`config.mk`:
```
export PLATFORM = sky130hd
export DESIGN_NAME = mm_timer
export DESIGN_NICKNAME = d
export VERILOG_FILES = /design/src/logic/mm_ram_pkg.sv /design/src/logic/mm_timer.sv
export VERILOG_INCLUDE_DIRS = /design/src /design/src/logic
export SDC_FILE = /design/constraint.sdc
export NUM_CORES = 1
export LEC_CHECK = 0
export BUFFER_PORTS_ARGS = -buffer_cell sky130_fd_sc_hd__buf_2
export CAP_MARGIN = 20
export CORE_UTILIZATION = 42
export DETAILED_ROUTE_END_ITERATION = 10
export PLACE_DENSITY = 0.6
export SLEW_MARGIN = 10
export SYNTH_ARGS = -nofsm -noshare
export SYNTH_HDL_FRONTEND = slang
export SYNTH_SLANG_ARGS = --single-unit
```
`constraint.sdc`:
```
create_clock -name clk_i -period 3.7 [get_ports clk_i]
set_input_delay 0.185 -clock clk_i [delete_from_list [all_inputs] [get_ports clk_i]]
set_output_delay 0.185 -clock clk_i [all_outputs]
set_load 0.01 [all_outputs]
```
`src/logic/mm_ram_settings.svh`:
```
`ifndef MM_RAM_SETTINGS_SVH
`define MM_RAM_SETTINGS_SVH

// memory geometry
`define MM_RAM_ADDR_WIDTH 16
`define MM_INSTR_WIDTH 128

// pseudo-peripheral map on the data side
`define MM_PRINT_ADDR 32'h1000_0000
`define MM_TIMER_MASK_ADDR 32'h1500_0000
`define MM_TIMER_CNT_ADDR 32'h1500_0004
`define MM_STATUS_ADDR 32'h2000_0000
`define MM_EXIT_ADDR 32'h2000_0004

// values written to the status register by the test program
`define MM_PASS_CODE 32'd123456789
`define MM_FAIL_CODE 32'd1

// interrupt line used by the countdown timer,
// also the bit that enables it in the mask register
`define MM_TIMER_IRQ_ID 3

`endif
```
`src/logic/mm_ram_pkg.sv`:
```
`default_nettype none

`include "mm_ram_settings.svh"

package mm_ram_pkg;

    // data side words and addresses
    typedef logic [31:0] word_t;
    typedef logic [31:0] bus_addr_t;
    typedef logic [3:0]  byte_en_t;

    // byte address into the dual-port ram
    typedef logic [`MM_RAM_ADDR_WIDTH-1:0] ram_addr_t;

    // one fetch line
    typedef logic [`MM_INSTR_WIDTH-1:0] instr_line_t;

    typedef logic [4:0] irq_id_t;

    // source of the data returned in the response cycle
    typedef enum logic {
        SEL_RAM,
        SEL_ERR
    } rdata_sel_e;

endpackage

`default_nettype wire

```
`src/logic/mm_timer.sv`:
```
`default_nettype none

`include "mm_ram_settings.svh"

module mm_timer (
    input  wire logic                  clk_i,
    input  wire logic                  rst_ni,

    // register writes from the decoder
    input  wire logic                  mask_we_i,
    input  wire logic                  cnt_we_i,
    input  wire mm_ram_pkg::word_t     wdata_i,

    // interrupt handshake with the core
    input  wire logic                  irq_ack_i,
    input  wire mm_ram_pkg::irq_id_t   irq_id_i,
    output logic                       irq_o
);

    mm_ram_pkg::word_t mask_q;
    mm_ram_pkg::word_t cnt_q;
    logic              irq_q;
    logic              ack_match;

    // only an acknowledge of our own id clears the request
    assign ack_match = irq_ack_i &&
                       (irq_id_i == mm_ram_pkg::irq_id_t'(`MM_TIMER_IRQ_ID));

    always_ff @(posedge clk_i or negedge rst_ni) begin
        if (!rst_ni) begin
            mask_q <= '0;
            cnt_q  <= '0;
            irq_q  <= 1'b0;
        end else begin
            if (mask_we_i) begin
                mask_q <= wdata_i;
            end
            if (cnt_we_i) begin
                cnt_q <= wdata_i;
            end

            // register writes hold the countdown for this cycle
            if (!mask_we_i && !cnt_we_i && (cnt_q != '0)) begin
                cnt_q <= cnt_q - 1'b1;
                // fire on the 1 -> 0 step, if enabled
                if ((cnt_q == 32'd1) && mask_q[`MM_TIMER_IRQ_ID]) begin
                    irq_q <= 1'b1;
                end
            end

            if (ack_match) begin
                irq_q <= 1'b0;
            end
        end
    end

    assign irq_o = irq_q;

endmodule

`default_nettype wire

```
# After elaboration in Yosys (flattened, before gate mapping)
# Cells that the tools add are included.
[op_classes]
mux = 5
n_addsub = 1
n_eq_ne = 2
n_reduce_logical = 11
[ops]
columns = ["cell", "count"]
rows = [
  ["32-bit two-way mux", 2],
  ["32-bit by 1-bit == test with 1-bit output, second input constant", 1],
  ["32-bit nonzero test", 1],
  ["32-bit by 1-bit subtractor with 32-bit output, second input constant", 1],
  ["2-bit nonzero test", 3],
  ["5-bit by 2-bit == test with 1-bit output, second input constant", 1],
  ["1-bit logical AND", 4],
  ["1-bit two-way mux", 3],
  ["1-bit logical NOT", 2],
  ["2-bit AND reduction", 1],
]
[totals]
out_inout_bits = 1
in_bits = 42
reg_bits = 37
wordCells = 22

# Logic depth before layout (Yosys ltp)
[logic_depth]
ltp_word = 5
ltp_mapped = 9
depth_no_buf = 7

# Least setup slack after synthesis
# Ideal clock, no wire load.
[synth_path]
kind = "register to register"
startpoint = "reg cnt_q[0]"
endpoint = "reg cnt_q[6]"
setup_slack_ps = 1454
required_time_ps = 3576
path_stages_with_launch = 9
path_buffers = 1
arrival_ps = 2122
setup_time_ps = 124
synth_period_minus_slack_ps = 2246
cell_sequence = "dfrtp_1 -> inv_1 -> ha_1 -> or4b_2 -> nor2_1 -> and3_1 -> buf_2 -> nor4_1 -> a211o_1"
[synth_via]
elab_chain_len = 3
word_cells_on_any_way = 5
classes_between = "1 x add/sub; 1 x mux; 3 x reduce/logical"
[synth_rtl]
columns = ["element", "line", "text"]
rows = [
  ["start, declared", "mm_timer.sv:21", "mm_ram_pkg::word_t cnt_q;"],
  ["start signal, assigned", "mm_timer.sv:39", "cnt_q <= wdata_i;"],
  ["start signal, assigned", "mm_timer.sv:44", "cnt_q <= cnt_q - 1'b1;"],
  ["parallel branches: the longest is 3 deep, another holds 32-bit by 1-bit subtractor with 32-bit output", "-", ""],
]
# Several ways; the timed one is not identified.
# A chain may end at the register's enable or synchronous reset.

# Final worst setup path
[layout_path]
startpoint = "reg cnt_q[1]"
endpoint = "reg cnt_q[18]"
# Same word-level chain as after synthesis.

==> flow_metrics.tcl <==
set metrics [dict create \
    status "finished with violations" \
    violations "hold timing" \
    ys_ff_latch 34 \
    critPathSlowestCell "and3_1" \
    totalWireLength_um 5800 \
    reg2reg_from "cnt_q[1]" \
    via_per_inst 5.80 \
    slew_violations 0 \
    hpwl_um 4050 \
    r2r-end "cnt_q[18]" \
    ff2ff_path_depth 7 \
    cp-start-kind "flop" \
    antenna_found_initial 0 \
    synthArstFlopShare_pct 100 \
    finalCriticalPeriod_ns 2.71 \
    critPathMaxStageDelay_ns 0.62 \
    drtIter0Drc 107 \
    cts_resized 0 \
    clock_tree.root_cell "clkbuf_8" \
    core_um2 5170 \
    start_util_pct 44.0 \
    hold_class "in -> async" \
    ant_nets 0 \
    fin_nets 342 \
    final_area_um2 2600 \
    diodes 0 \
    synth_fp_nets 310 \
    place_congestion 0.854 \
    yosysSeqAreaShare_pct 37.4 \
    clk-insertion-delay-late_ns 0.29 \
    cts_buffers 5 \
    slew_headroom_pct 47.7 \
    setup_violations 0 \
    end_kind "flop" \
    ys.flop_type "dfrtp_1" \
    syn_area_um2 2270 \
    drc 0 \
    maxCapViolations 0 \
    grtUsageTotal_pct 23.2 \
    fp.dieH_um 75.6 \
    grt_pass1_wl_um 9710 \
    avgSynthCellArea_um2 8.58 \
    ys_warn_count 0 \
    vias 2135 \
    placed_area_um2 2490 \
    grt_pass1_vias 1949 \
    cp_cell_sequence "inv_1 -> ha_1 -> or4b_2 -> nor2_1 -> and3_1 -> o311ai_0 -> o311ai_0" \
    area_growth_pct 14.1 \
    clock-sinks 34 \
    cp_data_arrival_time_ns 2.89 \
    hold_buffers 0 \
    worst_pin_slew_ns 0.784 \
    drive_above_1_share_pct 22.5 \
    overflow 0 \
    syn_inst 265 \
    fin_crit_sh_pct 73.1 \
    crit_required_ns 3.88 \
    crit_type "reg -> reg" \
    synth-edff-count 0 \
    cts_tree "built" \
    synth_cell_types 49 \
    h-tree-depth 2 \
    max-vdd-ir-drop_uv 188 \
    clk_pin_slew_ns 0.07 \
    rows 26 \
    io_buffers 42 \
    powerDensity_nw_per_um2 357 \
    dr.pass1.iters 5 \
    ff2ff_setup_slack_ns 0.99 \
    drt-wirelength-per-cell_um 15.7 \
    die_area_um2 5710 \
    cp_common_cell "o311ai_0" \
    cp_max_fo 21 \
    cts_setup_buffers 0 \
    grt_max_degree 41 \
    io_pins 43 \
    fillers 496 \
    die_x_um 75.6 \
    ctsLongestPathBuffers 2 \
    fmax_mhz 370 \
    rsz0062_at_grt "no" \
    power.leakage_nw 1.01 \
    fin_tns_setup_ns 0 \
    fin_skew_ns 0.00474 \
    whs_ns -0.0262 \
    hold_viol 34 \
]
worst max path at each step:
stage,start,endpoint,slack [ns],cells after the start
floorplan,cnt_q[0],cnt_q[6],1.45,8
global placement,cnt_q[0],cnt_q[18],1.08,7
detailed placement,cnt_q[1],cnt_q[18],0.99,7
CTS,cnt_q[0],cnt_q[18],0.97,7
global route,cnt_q[0],cnt_q[18],0.71,7
finish,cnt_q[1],cnt_q[18],0.99,7
critical path: cells and delay by family, from the launching register on:
family,cells,cell delay (ns)
compound gates,2,0.38
fa+ha+maj,1,0.19
simple gates,3,1.49
buf+inv,1,0.12
flops,1,0.41
flip-flops by register name (all words and copies together) (netlist names):
signal / cells
irq_o: 1
cnt_q: 32
mask_q: 1
stage by stage:
stage               setup WS, ns  util (%)  cells  hold slack (ns)  power (mW)
floorplan                   1.45         -    265           -0.111       0.549
global placement            1.08      48.1    360            0.328       0.607
detailed placement         0.988      48.1    360            0.319       0.608
CTS                        0.975      50.2    368          0.00530       0.939
global route               0.713      50.2    368           0.0320       0.983
finish                     0.994      50.2    368          -0.0262       0.928
routing by layer:
layer	track usage, %	vias to the layer above	share of wire, %
met2	35.1	39	44
li1	-	1085	-
met4	8.85	0	1.8
met5	0	-	0
met1	32.2	1002	50
met3	5.29	9	3.8
cells in the mapped netlist (all sizes together) (4+ instances only):
library cell   n  area share (%)
o21ai          9             2.0
nand2         19             3.1
o211ai         8             2.6
buf            8             2.5
nand3         22             4.8
nor3           6             1.3
nand4          9             2.8
nor2          26             4.6
o31ai          4             1.3
o311ai         4             1.5
or3           12             3.3
nor4          11             4.3
dfrtp         34              37
a31oi         15             4.1
inv            8             1.3
or4           15             5.1
clkbuf        10             1.7
or2            6             1.7
logic make-up after synthesis:
| family | share of synthesized area (%) |
|---|---|
| XOR/XNOR | 1.16 |
| AND/OR/NAND/NOR | 35.2 |
| multiplexers | 0.990 |
| AO/OA/AOI/OAI | 18.2 |
| adder cells (fa/ha/maj) | 1.65 |
| flip-flops | 37.4 |
| buffers and inverters | 5.45 |
where the power goes:
part / total (mW) / switching (mW) / leakage, nW / internal, mW
registers: 0.447 / 0.0404 / 0.397 / 0.407
clock network: 0.326 / 0.138 / 0.0575 / 0.188
logic: 0.155 / 0.0890 / 0.553 / 0.0663
total: 0.928 / 0.267 / 1.01 / 0.661
cell type report:
type	instances	area (µm²)	area share [%]
multi-input cells	205	1300	50.1
flip-flops and latches	34	851	32.8
repair buffers	43	218	8.39
clock buffers	8	110	4.24
well taps	70	87.6	3.37
inverters	8	30.0	1.16
cells in the final DEF, fill, tap and decap left out, types with 8 or more instances in the layout:
cell type / n
buf_2: 42
dfrtp_1: 34
nor2_1: 25
nand3_1: 22
nand2_1: 19
a31oi_1: 15
or4_1: 14
or3_1: 12
nor4_1: 9
inv_1: 8
nand4_1: 8
o211ai_1: 8
clkbuf_8: 8
Power figures use the tool's default switching activity.
