File: src/logic/mm_ram_settings.svh
`ifndef MM_RAM_SETTINGS_SVH
`define MM_RAM_SETTINGS_SVH

// memory geometry
`define MM_RAM_ADDR_WIDTH 16
`define MM_INSTR_WIDTH 128

// pseudo-peripheral map on the data side
`define MM_PRINT_ADDR 32'h1000_0000
`define MM_TIMER_MASK_ADDR 32'h1500_0000
`define MM_TIMER_CNT_ADDR 32'h1500_0004
`define MM_STATUS_ADDR 32'h2000_0000
`define MM_EXIT_ADDR 32'h2000_0004

// values written to the status register by the test program
`define MM_PASS_CODE 32'd123456789
`define MM_FAIL_CODE 32'd1

// interrupt line used by the countdown timer,
// also the bit that enables it in the mask register
`define MM_TIMER_IRQ_ID 3

`endif
File: src/logic/mm_ram_pkg.sv
`default_nettype none

`include "mm_ram_settings.svh"

package mm_ram_pkg;

    // data side words and addresses
    typedef logic [31:0] word_t;
    typedef logic [31:0] bus_addr_t;
    typedef logic [3:0]  byte_en_t;

    // byte address into the dual-port ram
    typedef logic [`MM_RAM_ADDR_WIDTH-1:0] ram_addr_t;

    // one fetch line
    typedef logic [`MM_INSTR_WIDTH-1:0] instr_line_t;

    typedef logic [4:0] irq_id_t;

    // source of the data returned in the response cycle
    typedef enum logic {
        SEL_RAM,
        SEL_ERR
    } rdata_sel_e;

endpackage

`default_nettype wire

File: src/logic/mm_data_if.sv
`default_nettype none

// one word-wide ram port, request side and read data
interface mm_data_if;

    logic                  req;
    mm_ram_pkg::ram_addr_t addr;
    logic                  we;
    mm_ram_pkg::byte_en_t  be;
    mm_ram_pkg::word_t     wdata;
    // valid the cycle after req
    mm_ram_pkg::word_t     rdata;

    modport master (
        output req,
        output addr,
        output we,
        output be,
        output wdata,
        input  rdata
    );

    modport ram (
        input  req,
        input  addr,
        input  we,
        input  be,
        input  wdata,
        output rdata
    );

endinterface

`default_nettype wire

File: src/logic/mm_decoder.sv
`default_nettype none

`include "mm_ram_settings.svh"

module mm_decoder (
    input  wire logic                    clk_i,
    input  wire logic                    rst_ni,

    // data port from the core
    input  wire logic                    data_req_i,
    input  wire mm_ram_pkg::bus_addr_t   data_addr_i,
    input  wire logic                    data_we_i,
    input  wire mm_ram_pkg::byte_en_t    data_be_i,
    input  wire mm_ram_pkg::word_t       data_wdata_i,
    output mm_ram_pkg::word_t            data_rdata_o,
    output logic                         data_err_o,

    // ram word port
    mm_data_if.master                    ram,

    // timer registers
    output logic                         timer_mask_we_o,
    output logic                         timer_cnt_we_o,
    output mm_ram_pkg::word_t            timer_wdata_o,

    // pseudo-peripherals
    output logic                         print_valid_o,
    output logic [7:0]                   print_data_o,
    output logic                         tests_passed_o,
    output logic                         tests_failed_o,
    output logic                         exit_valid_o,
    output mm_ram_pkg::word_t            exit_value_o
);

    logic                   in_ram;
    logic                   wr_req;
    mm_ram_pkg::rdata_sel_e sel_d;
    mm_ram_pkg::rdata_sel_e sel_q;

    // anything below 2**ADDR_WIDTH lands in the ram
    assign in_ram = (data_addr_i[31:`MM_RAM_ADDR_WIDTH] == '0);
    assign wr_req = data_req_i && data_we_i;

    // ram side, address and payload pass straight through
    assign ram.req   = data_req_i && in_ram;
    assign ram.addr  = data_addr_i[`MM_RAM_ADDR_WIDTH-1:0];
    assign ram.we    = data_we_i;
    assign ram.be    = data_be_i;
    assign ram.wdata = data_wdata_i;

    // timer writes are qualified by the strobes
    assign timer_wdata_o = data_wdata_i;

    // register writes and strobes, unknown addresses fall through
    always_comb begin
        timer_mask_we_o = 1'b0;
        timer_cnt_we_o  = 1'b0;
        print_valid_o   = 1'b0;
        print_data_o    = '0;
        tests_passed_o  = 1'b0;
        tests_failed_o  = 1'b0;
        exit_valid_o    = 1'b0;
        exit_value_o    = '0;

        if (wr_req && !in_ram) begin
            case (data_addr_i)
                `MM_PRINT_ADDR: begin
                    print_valid_o = 1'b1;
                    print_data_o  = data_wdata_i[7:0];
                end
                `MM_TIMER_MASK_ADDR: begin
                    timer_mask_we_o = 1'b1;
                end
                `MM_TIMER_CNT_ADDR: begin
                    timer_cnt_we_o = 1'b1;
                end
                `MM_STATUS_ADDR: begin
                    // any other value is neither pass nor fail
                    tests_passed_o = (data_wdata_i == `MM_PASS_CODE);
                    tests_failed_o = (data_wdata_i == `MM_FAIL_CODE);
                end
                `MM_EXIT_ADDR: begin
                    exit_valid_o = 1'b1;
                    exit_value_o = data_wdata_i;
                end
                default: begin
                end
            endcase
        end
    end

    // reads outside the ram get an error response next cycle
    always_comb begin
        sel_d = mm_ram_pkg::SEL_RAM;
        if (data_req_i && !data_we_i && !in_ram) begin
            sel_d = mm_ram_pkg::SEL_ERR;
        end
    end

    always_ff @(posedge clk_i or negedge rst_ni) begin
        if (!rst_ni) begin
            sel_q <= mm_ram_pkg::SEL_RAM;
        end else begin
            sel_q <= sel_d;
        end
    end

    // response mux
    always_comb begin
        data_rdata_o = '0;
        data_err_o   = 1'b0;
        case (sel_q)
            mm_ram_pkg::SEL_RAM: begin
                data_rdata_o = ram.rdata;
            end
            mm_ram_pkg::SEL_ERR: begin
                data_err_o = 1'b1;
            end
            default: begin
            end
        endcase
    end

endmodule

`default_nettype wire

File: src/flat_wrapper.sv
// flat-port wrapper written by rule: the top's interface ports become plain ports
module mm_decoder_flat 
  (clk_i, rst_ni, data_req_i, data_addr_i, data_we_i, data_be_i, data_wdata_i, data_rdata_o, data_err_o, timer_mask_we_o, timer_cnt_we_o, timer_wdata_o, print_valid_o, print_data_o, tests_passed_o, tests_failed_o, exit_valid_o, exit_value_o, ram_req, ram_addr, ram_we, ram_be, ram_wdata, ram_rdata);
  mm_data_if ram_i ();
  input  wire logic clk_i;
  input  wire logic rst_ni;
  input  wire logic data_req_i;
  input  wire mm_ram_pkg::bus_addr_t data_addr_i;
  input  wire logic data_we_i;
  input  wire mm_ram_pkg::byte_en_t data_be_i;
  input  wire mm_ram_pkg::word_t data_wdata_i;
  output mm_ram_pkg::word_t data_rdata_o;
  output logic data_err_o;
  output logic timer_mask_we_o;
  output logic timer_cnt_we_o;
  output mm_ram_pkg::word_t timer_wdata_o;
  output logic print_valid_o;
  output logic [7:0] print_data_o;
  output logic tests_passed_o;
  output logic tests_failed_o;
  output logic exit_valid_o;
  output mm_ram_pkg::word_t exit_value_o;
  output wire logic [$bits(ram_i.req)-1:0] ram_req;
  output wire logic [$bits(ram_i.addr)-1:0] ram_addr;
  output wire logic [$bits(ram_i.we)-1:0] ram_we;
  output wire logic [$bits(ram_i.be)-1:0] ram_be;
  output wire logic [$bits(ram_i.wdata)-1:0] ram_wdata;
  input wire logic [$bits(ram_i.rdata)-1:0] ram_rdata;
  assign ram_req = ram_i.req;
  assign ram_addr = ram_i.addr;
  assign ram_we = ram_i.we;
  assign ram_be = ram_i.be;
  assign ram_wdata = ram_i.wdata;
  assign ram_i.rdata = ram_rdata;
  mm_decoder u_core (.clk_i(clk_i), .rst_ni(rst_ni), .data_req_i(data_req_i), .data_addr_i(data_addr_i), .data_we_i(data_we_i), .data_be_i(data_be_i), .data_wdata_i(data_wdata_i), .data_rdata_o(data_rdata_o), .data_err_o(data_err_o), .ram(ram_i), .timer_mask_we_o(timer_mask_we_o), .timer_cnt_we_o(timer_cnt_we_o), .timer_wdata_o(timer_wdata_o), .print_valid_o(print_valid_o), .print_data_o(print_data_o), .tests_passed_o(tests_passed_o), .tests_failed_o(tests_failed_o), .exit_valid_o(exit_valid_o), .exit_value_o(exit_value_o));
endmodule
File: config.mk
export PLATFORM = sky130hd
export DESIGN_NAME = mm_decoder_flat
export DESIGN_NICKNAME = d
export VERILOG_FILES = /design/src/logic/mm_ram_pkg.sv /design/src/logic/mm_data_if.sv /design/src/logic/mm_decoder.sv /design/src/flat_wrapper.sv
export VERILOG_INCLUDE_DIRS = /design/src /design/src/logic
export SDC_FILE = /design/constraint.sdc
export NUM_CORES = 1
export LEC_CHECK = 0
export CORE_AREA = 5 5 101 103
export DETAILED_ROUTE_END_ITERATION = 10
export DIE_AREA = 0 0 106 108
export DONT_BUFFER_PORTS = 1
export PLACE_DENSITY_LB_ADDON = 0.25
export SLEW_MARGIN = 15
export SYNTH_ARGS = -nofsm -noshare
export SYNTH_HDL_FRONTEND = slang
export SYNTH_SLANG_ARGS = --single-unit
File: constraint.sdc
create_clock -name clk_i -period 1.6 [get_ports clk_i]
set_input_delay 0.24 -clock clk_i [delete_from_list [all_inputs] [get_ports clk_i]]
set_output_delay 0.24 -clock clk_i [all_outputs]
set_load 0.01 [all_outputs]
**After elaboration in Yosys (flattened, before gate mapping)**

Index checks and enable logic that the tools add are counted.
Widths: inputs -> output; s select.

- Bits in registers: 1
- Bits of input ports: 104
- Output and inout bits: 165

- Equality and inequality tests: 7
- Muxes and demuxes: 19
- Reductions and logical operators: 8

Operator list:

| operator | number |
|---|---|
| $eq 32x29->1 const B | 3 |
| $mux 32 | 3 |
| $eq 32x30->1 const B | 2 |
| $eq 32x1->1 const B | 1 |
| $eq 32x27->1 const B | 1 |
| $logic_not 16->1 | 1 |
| $mux 8 | 2 |
| $mux 1 | 14 |
| $logic_and 1x1->1 | 5 |
| $logic_not 1->1 | 2 |

**Logic depth before layout (Yosys ltp)**

- Depth after elaboration: 4
- Gate-level depth with buffers: 5
- Mapped depth without buffers: 4

**Worst setup path before layout**

OpenSTA, ideal clock, no wires.

- Path kind: in2out
- Start point: input port data_addr_i[9]
- End point: output port exit_value_o[22]
- Arrival: 1,341 ps
- Setup slack: 19 ps
- Stages on the path: 5
- Cell sequence: nor4_2 > nand4_1 > nor3_4 > buf_6 > and2_1

- Cells in the longest elaborated chain, start to end: 3

RTL lines:

| what | RTL line | RTL |
|---|---|---|
| start, declared | flat_wrapper.sv:8 | `input wire mm_ram_pkg::bus_addr_t data_addr_i;` |
| $eq 32x30->1 | mm_decoder.sv:66 | `case (data_addr_i)` |
| $mux 32 | mm_decoder.sv:66 |  |
| $mux 32 | mm_decoder.sv:65 | `if (wr_req && !in_ram) begin` |
| end, declared | flat_wrapper.sv:22 | `output mm_ram_pkg::word_t exit_value_o;` |

Every way passes these cells.

**Final worst setup path**

- Start point: input port data_addr_i[1]
- End point: output port print_data_o[2]

- Cells in the longest elaborated chain, start to end: 3

RTL lines:

| what | RTL line | RTL |
|---|---|---|
| $eq 32x29->1 | mm_decoder.sv:66 |  |
| $mux 8 | mm_decoder.sv:66 |  |
| $mux 8 | mm_decoder.sv:65 |  |
| end, declared | flat_wrapper.sv:18 | `output logic [7:0] print_data_o;` |

Every way passes these cells.

==> metrics.csv <==
metric;value;unit
rows;35;
reg_top3;u_core.sel_q: 1 flops;
status;complete, but fails checks;
comb_power_share;0.812;
p_seq_frac;0.188;
drcViolationCount;0;
critPathKind;in -> out;
synthXorXnorAreaFrac;0;
path_buf_inv;3;
drt_iter0_markers;32;
switching_share;0.484;
antennaDiodeCount;0;
largest_reg_flops;1;
yosysWarnings;0;
dpl_cell_area;0.00107;mm²
totalWireLength;5600;µm
utilization;0.149;
fin_crit_sh;1.05;
wl_per_cell;23.0;µm
place_hpwl;4450;µm
worstPathMaxFanout;9;
path_delay_family;simple AND/OR/NAND/NOR gates;
drive_gt1_frac;0.511;
synth_mux_area_frac;0;
min_period;1680;ps
fin_area;0.00136;mm²
synth_fa_ha_area_frac;0;
final_cells;244;
grt_util_all_layers;0.0731;
power.total;0.000145;W
grt_max_degree;34;
portBuffers;0;
end_kind;output pin;
ys_ff_latch;1;
antenna_left;0;
crit_path_max_incr_delay;270;ps
required;1360;ps
path_cells;nor4_4 -> nand4_1 -> buf_6 -> buf_6 -> nor3_4 -> buf_12 -> and2_4;
antenna_found_initial;0;
crit_path_top_delay_cell;nor4_4;
die_w;106;µm
ys_types;23;
synthTopCellsByArea;buf_4, and2_1, nor2b_1;
syn-num-nets;313;
switchingPower;0.0000704;W
clkPwrFrac;0;
rsz0062_at_grt;yes;
num_io_pins;269;
hold_viol_final;0;
grt_pass1_wl;6600;µm
setup_violations;42;
leakage;0.477;nW
dp_cells;238;
hold_class;in -> reg;
post-place-ws;-499;ps
yosys.area_share.simple;0.536;
top_register;u_core.sel_q;
drt-pass1-iter-count;4;
clk_pin_slew;0;ps
synth_top_family_by_area;simple AND/OR/NAND/NOR gates;
ir_drop;94.9;µV
syn_inst;209;
die_area;0.0114;mm²
core-area;0.00911;mm²
fin_nets;239;
overflow;0;
synth_compound_area_frac;0;
cp-start-kind;primary input;
place.gp.congestion;0.687;
grt_pass1_vias;1132;
slew-limit-headroom;0.767;
synth-seq-area-share;0.0164;
violations;negative setup slack;
fp.dieH;108;µm
internal_power;0.0000749;W
viasPerCell;4.58;
async_flop_share;1.00;
synth_edf_count;0;
synthToLayoutAreaGrowth;-10.9;%
maxCapViolCount;0;
worst_path_most_repeated_cell;buf_6;
start_util;0.167;
drv_slew;0;
synth_area;0.00153;mm²
worst_slew_pin_slew;349;ps
power_density;107;mW/mm²
fmax;0.594;GHz
vias;1117;
fin_ws;-82.4;ps
avgSynthCellArea;7.30;µm²
synth_top_area_cell;buf_4;
synth_flop_cell;dfrtp_1;
cp.arrival;1440;ps
synth_top_area_frac;0.418;
[final cells by class]
type	instances	area, µm²
multi-input cells	117	997
well taps	111	139
flip-flops and latches	1	25.0
repair buffers	15	198
fillers	1023	7750
[final timing paths]
check                      cells past startpoint      startpoint         endpoint  slack, ps
min in group asynchronous                      1          rst_ni     u_core.sel_q        460
worst min-delay path                           1       data_we_i     u_core.sel_q        350
max in group asynchronous                      1          rst_ni     u_core.sel_q       1040
worst max-delay path                           7  data_addr_i[1]  print_data_o[2]        -80
[placed cells by master, fill, tap and decap left out, drive strengths merged, types with 6 or more instances in the layout]
master  Yosys  final
and2       42     42
buf        88     12
nand4       7      7
nor2        6      6
nor2b      32     32
nor4       14     14
[routing by layer]
layer | share of wire | GRT usage | vias up | routed length, µm
met1 | 0.36 | 0.0848 | 534 | 2000
li1 | - | - | 447 | -
met3 | 0.11 | 0.0245 | 8 | 596
met5 | 0 | 0 | - | 0
met4 | 0.015 | 0.0102 | 0 | 82
met2 | 0.52 | 0.134 | 128 | 2920
[cell usage after synthesis, types with 2 or more instances]
master	n
and2_1	42
buf_4	85
buf_6	3
clkbuf_1	3
nand3_1	2
nand3b_1	2
nand4_1	6
nor2_1	6
nor2b_1	32
nor3_4	2
nor3b_1	2
nor4_1	9
nor4_2	3
nor4_4	2
or4_1	2
[cells by family after synthesis]
logic type / count (synthesis)
buf+inv: 91
flops: 1
simple gates: 117
[repair_timing]
action | in CTS | in global routing
setup buffers | 1 | 1
hold endpoints to repair | 1 | 0
cloned | 0 | 3
setup endpoints to repair | 44 | 46
pin swaps | 4 | 24
hold buffers | 1 | 0
gates resized for setup | 18 | 38
[metrics by stage]
| stage | hold WS (ps) | setup TNS, ps |
|---|---|---|
| 2_1_floorplan | -55.6 | 0 |
| 3_3_place_gp | -55.6 | -4340 |
| 3_5_place_dp | -55.5 | -3980 |
| 4_1_cts | 363 | -2530 |
| 5_1_grt | 361 | -6780 |
| 6_report | 351 | -2530 |
[power groups by stage]
stage / Combinational, W / Clock, W / Sequential (W)
floorplan: 0.000314 / 0 / 0.0000292
global placement: 0.000115 / 0 / 0.0000274
detailed placement: 0.000115 / 0 / 0.0000274
CTS: 0.000120 / 0 / 0.0000273
global route: 0.000127 / 0 / 0.0000274
finish: 0.000118 / 0 / 0.0000273
Power figures use the tool's default switching activity.
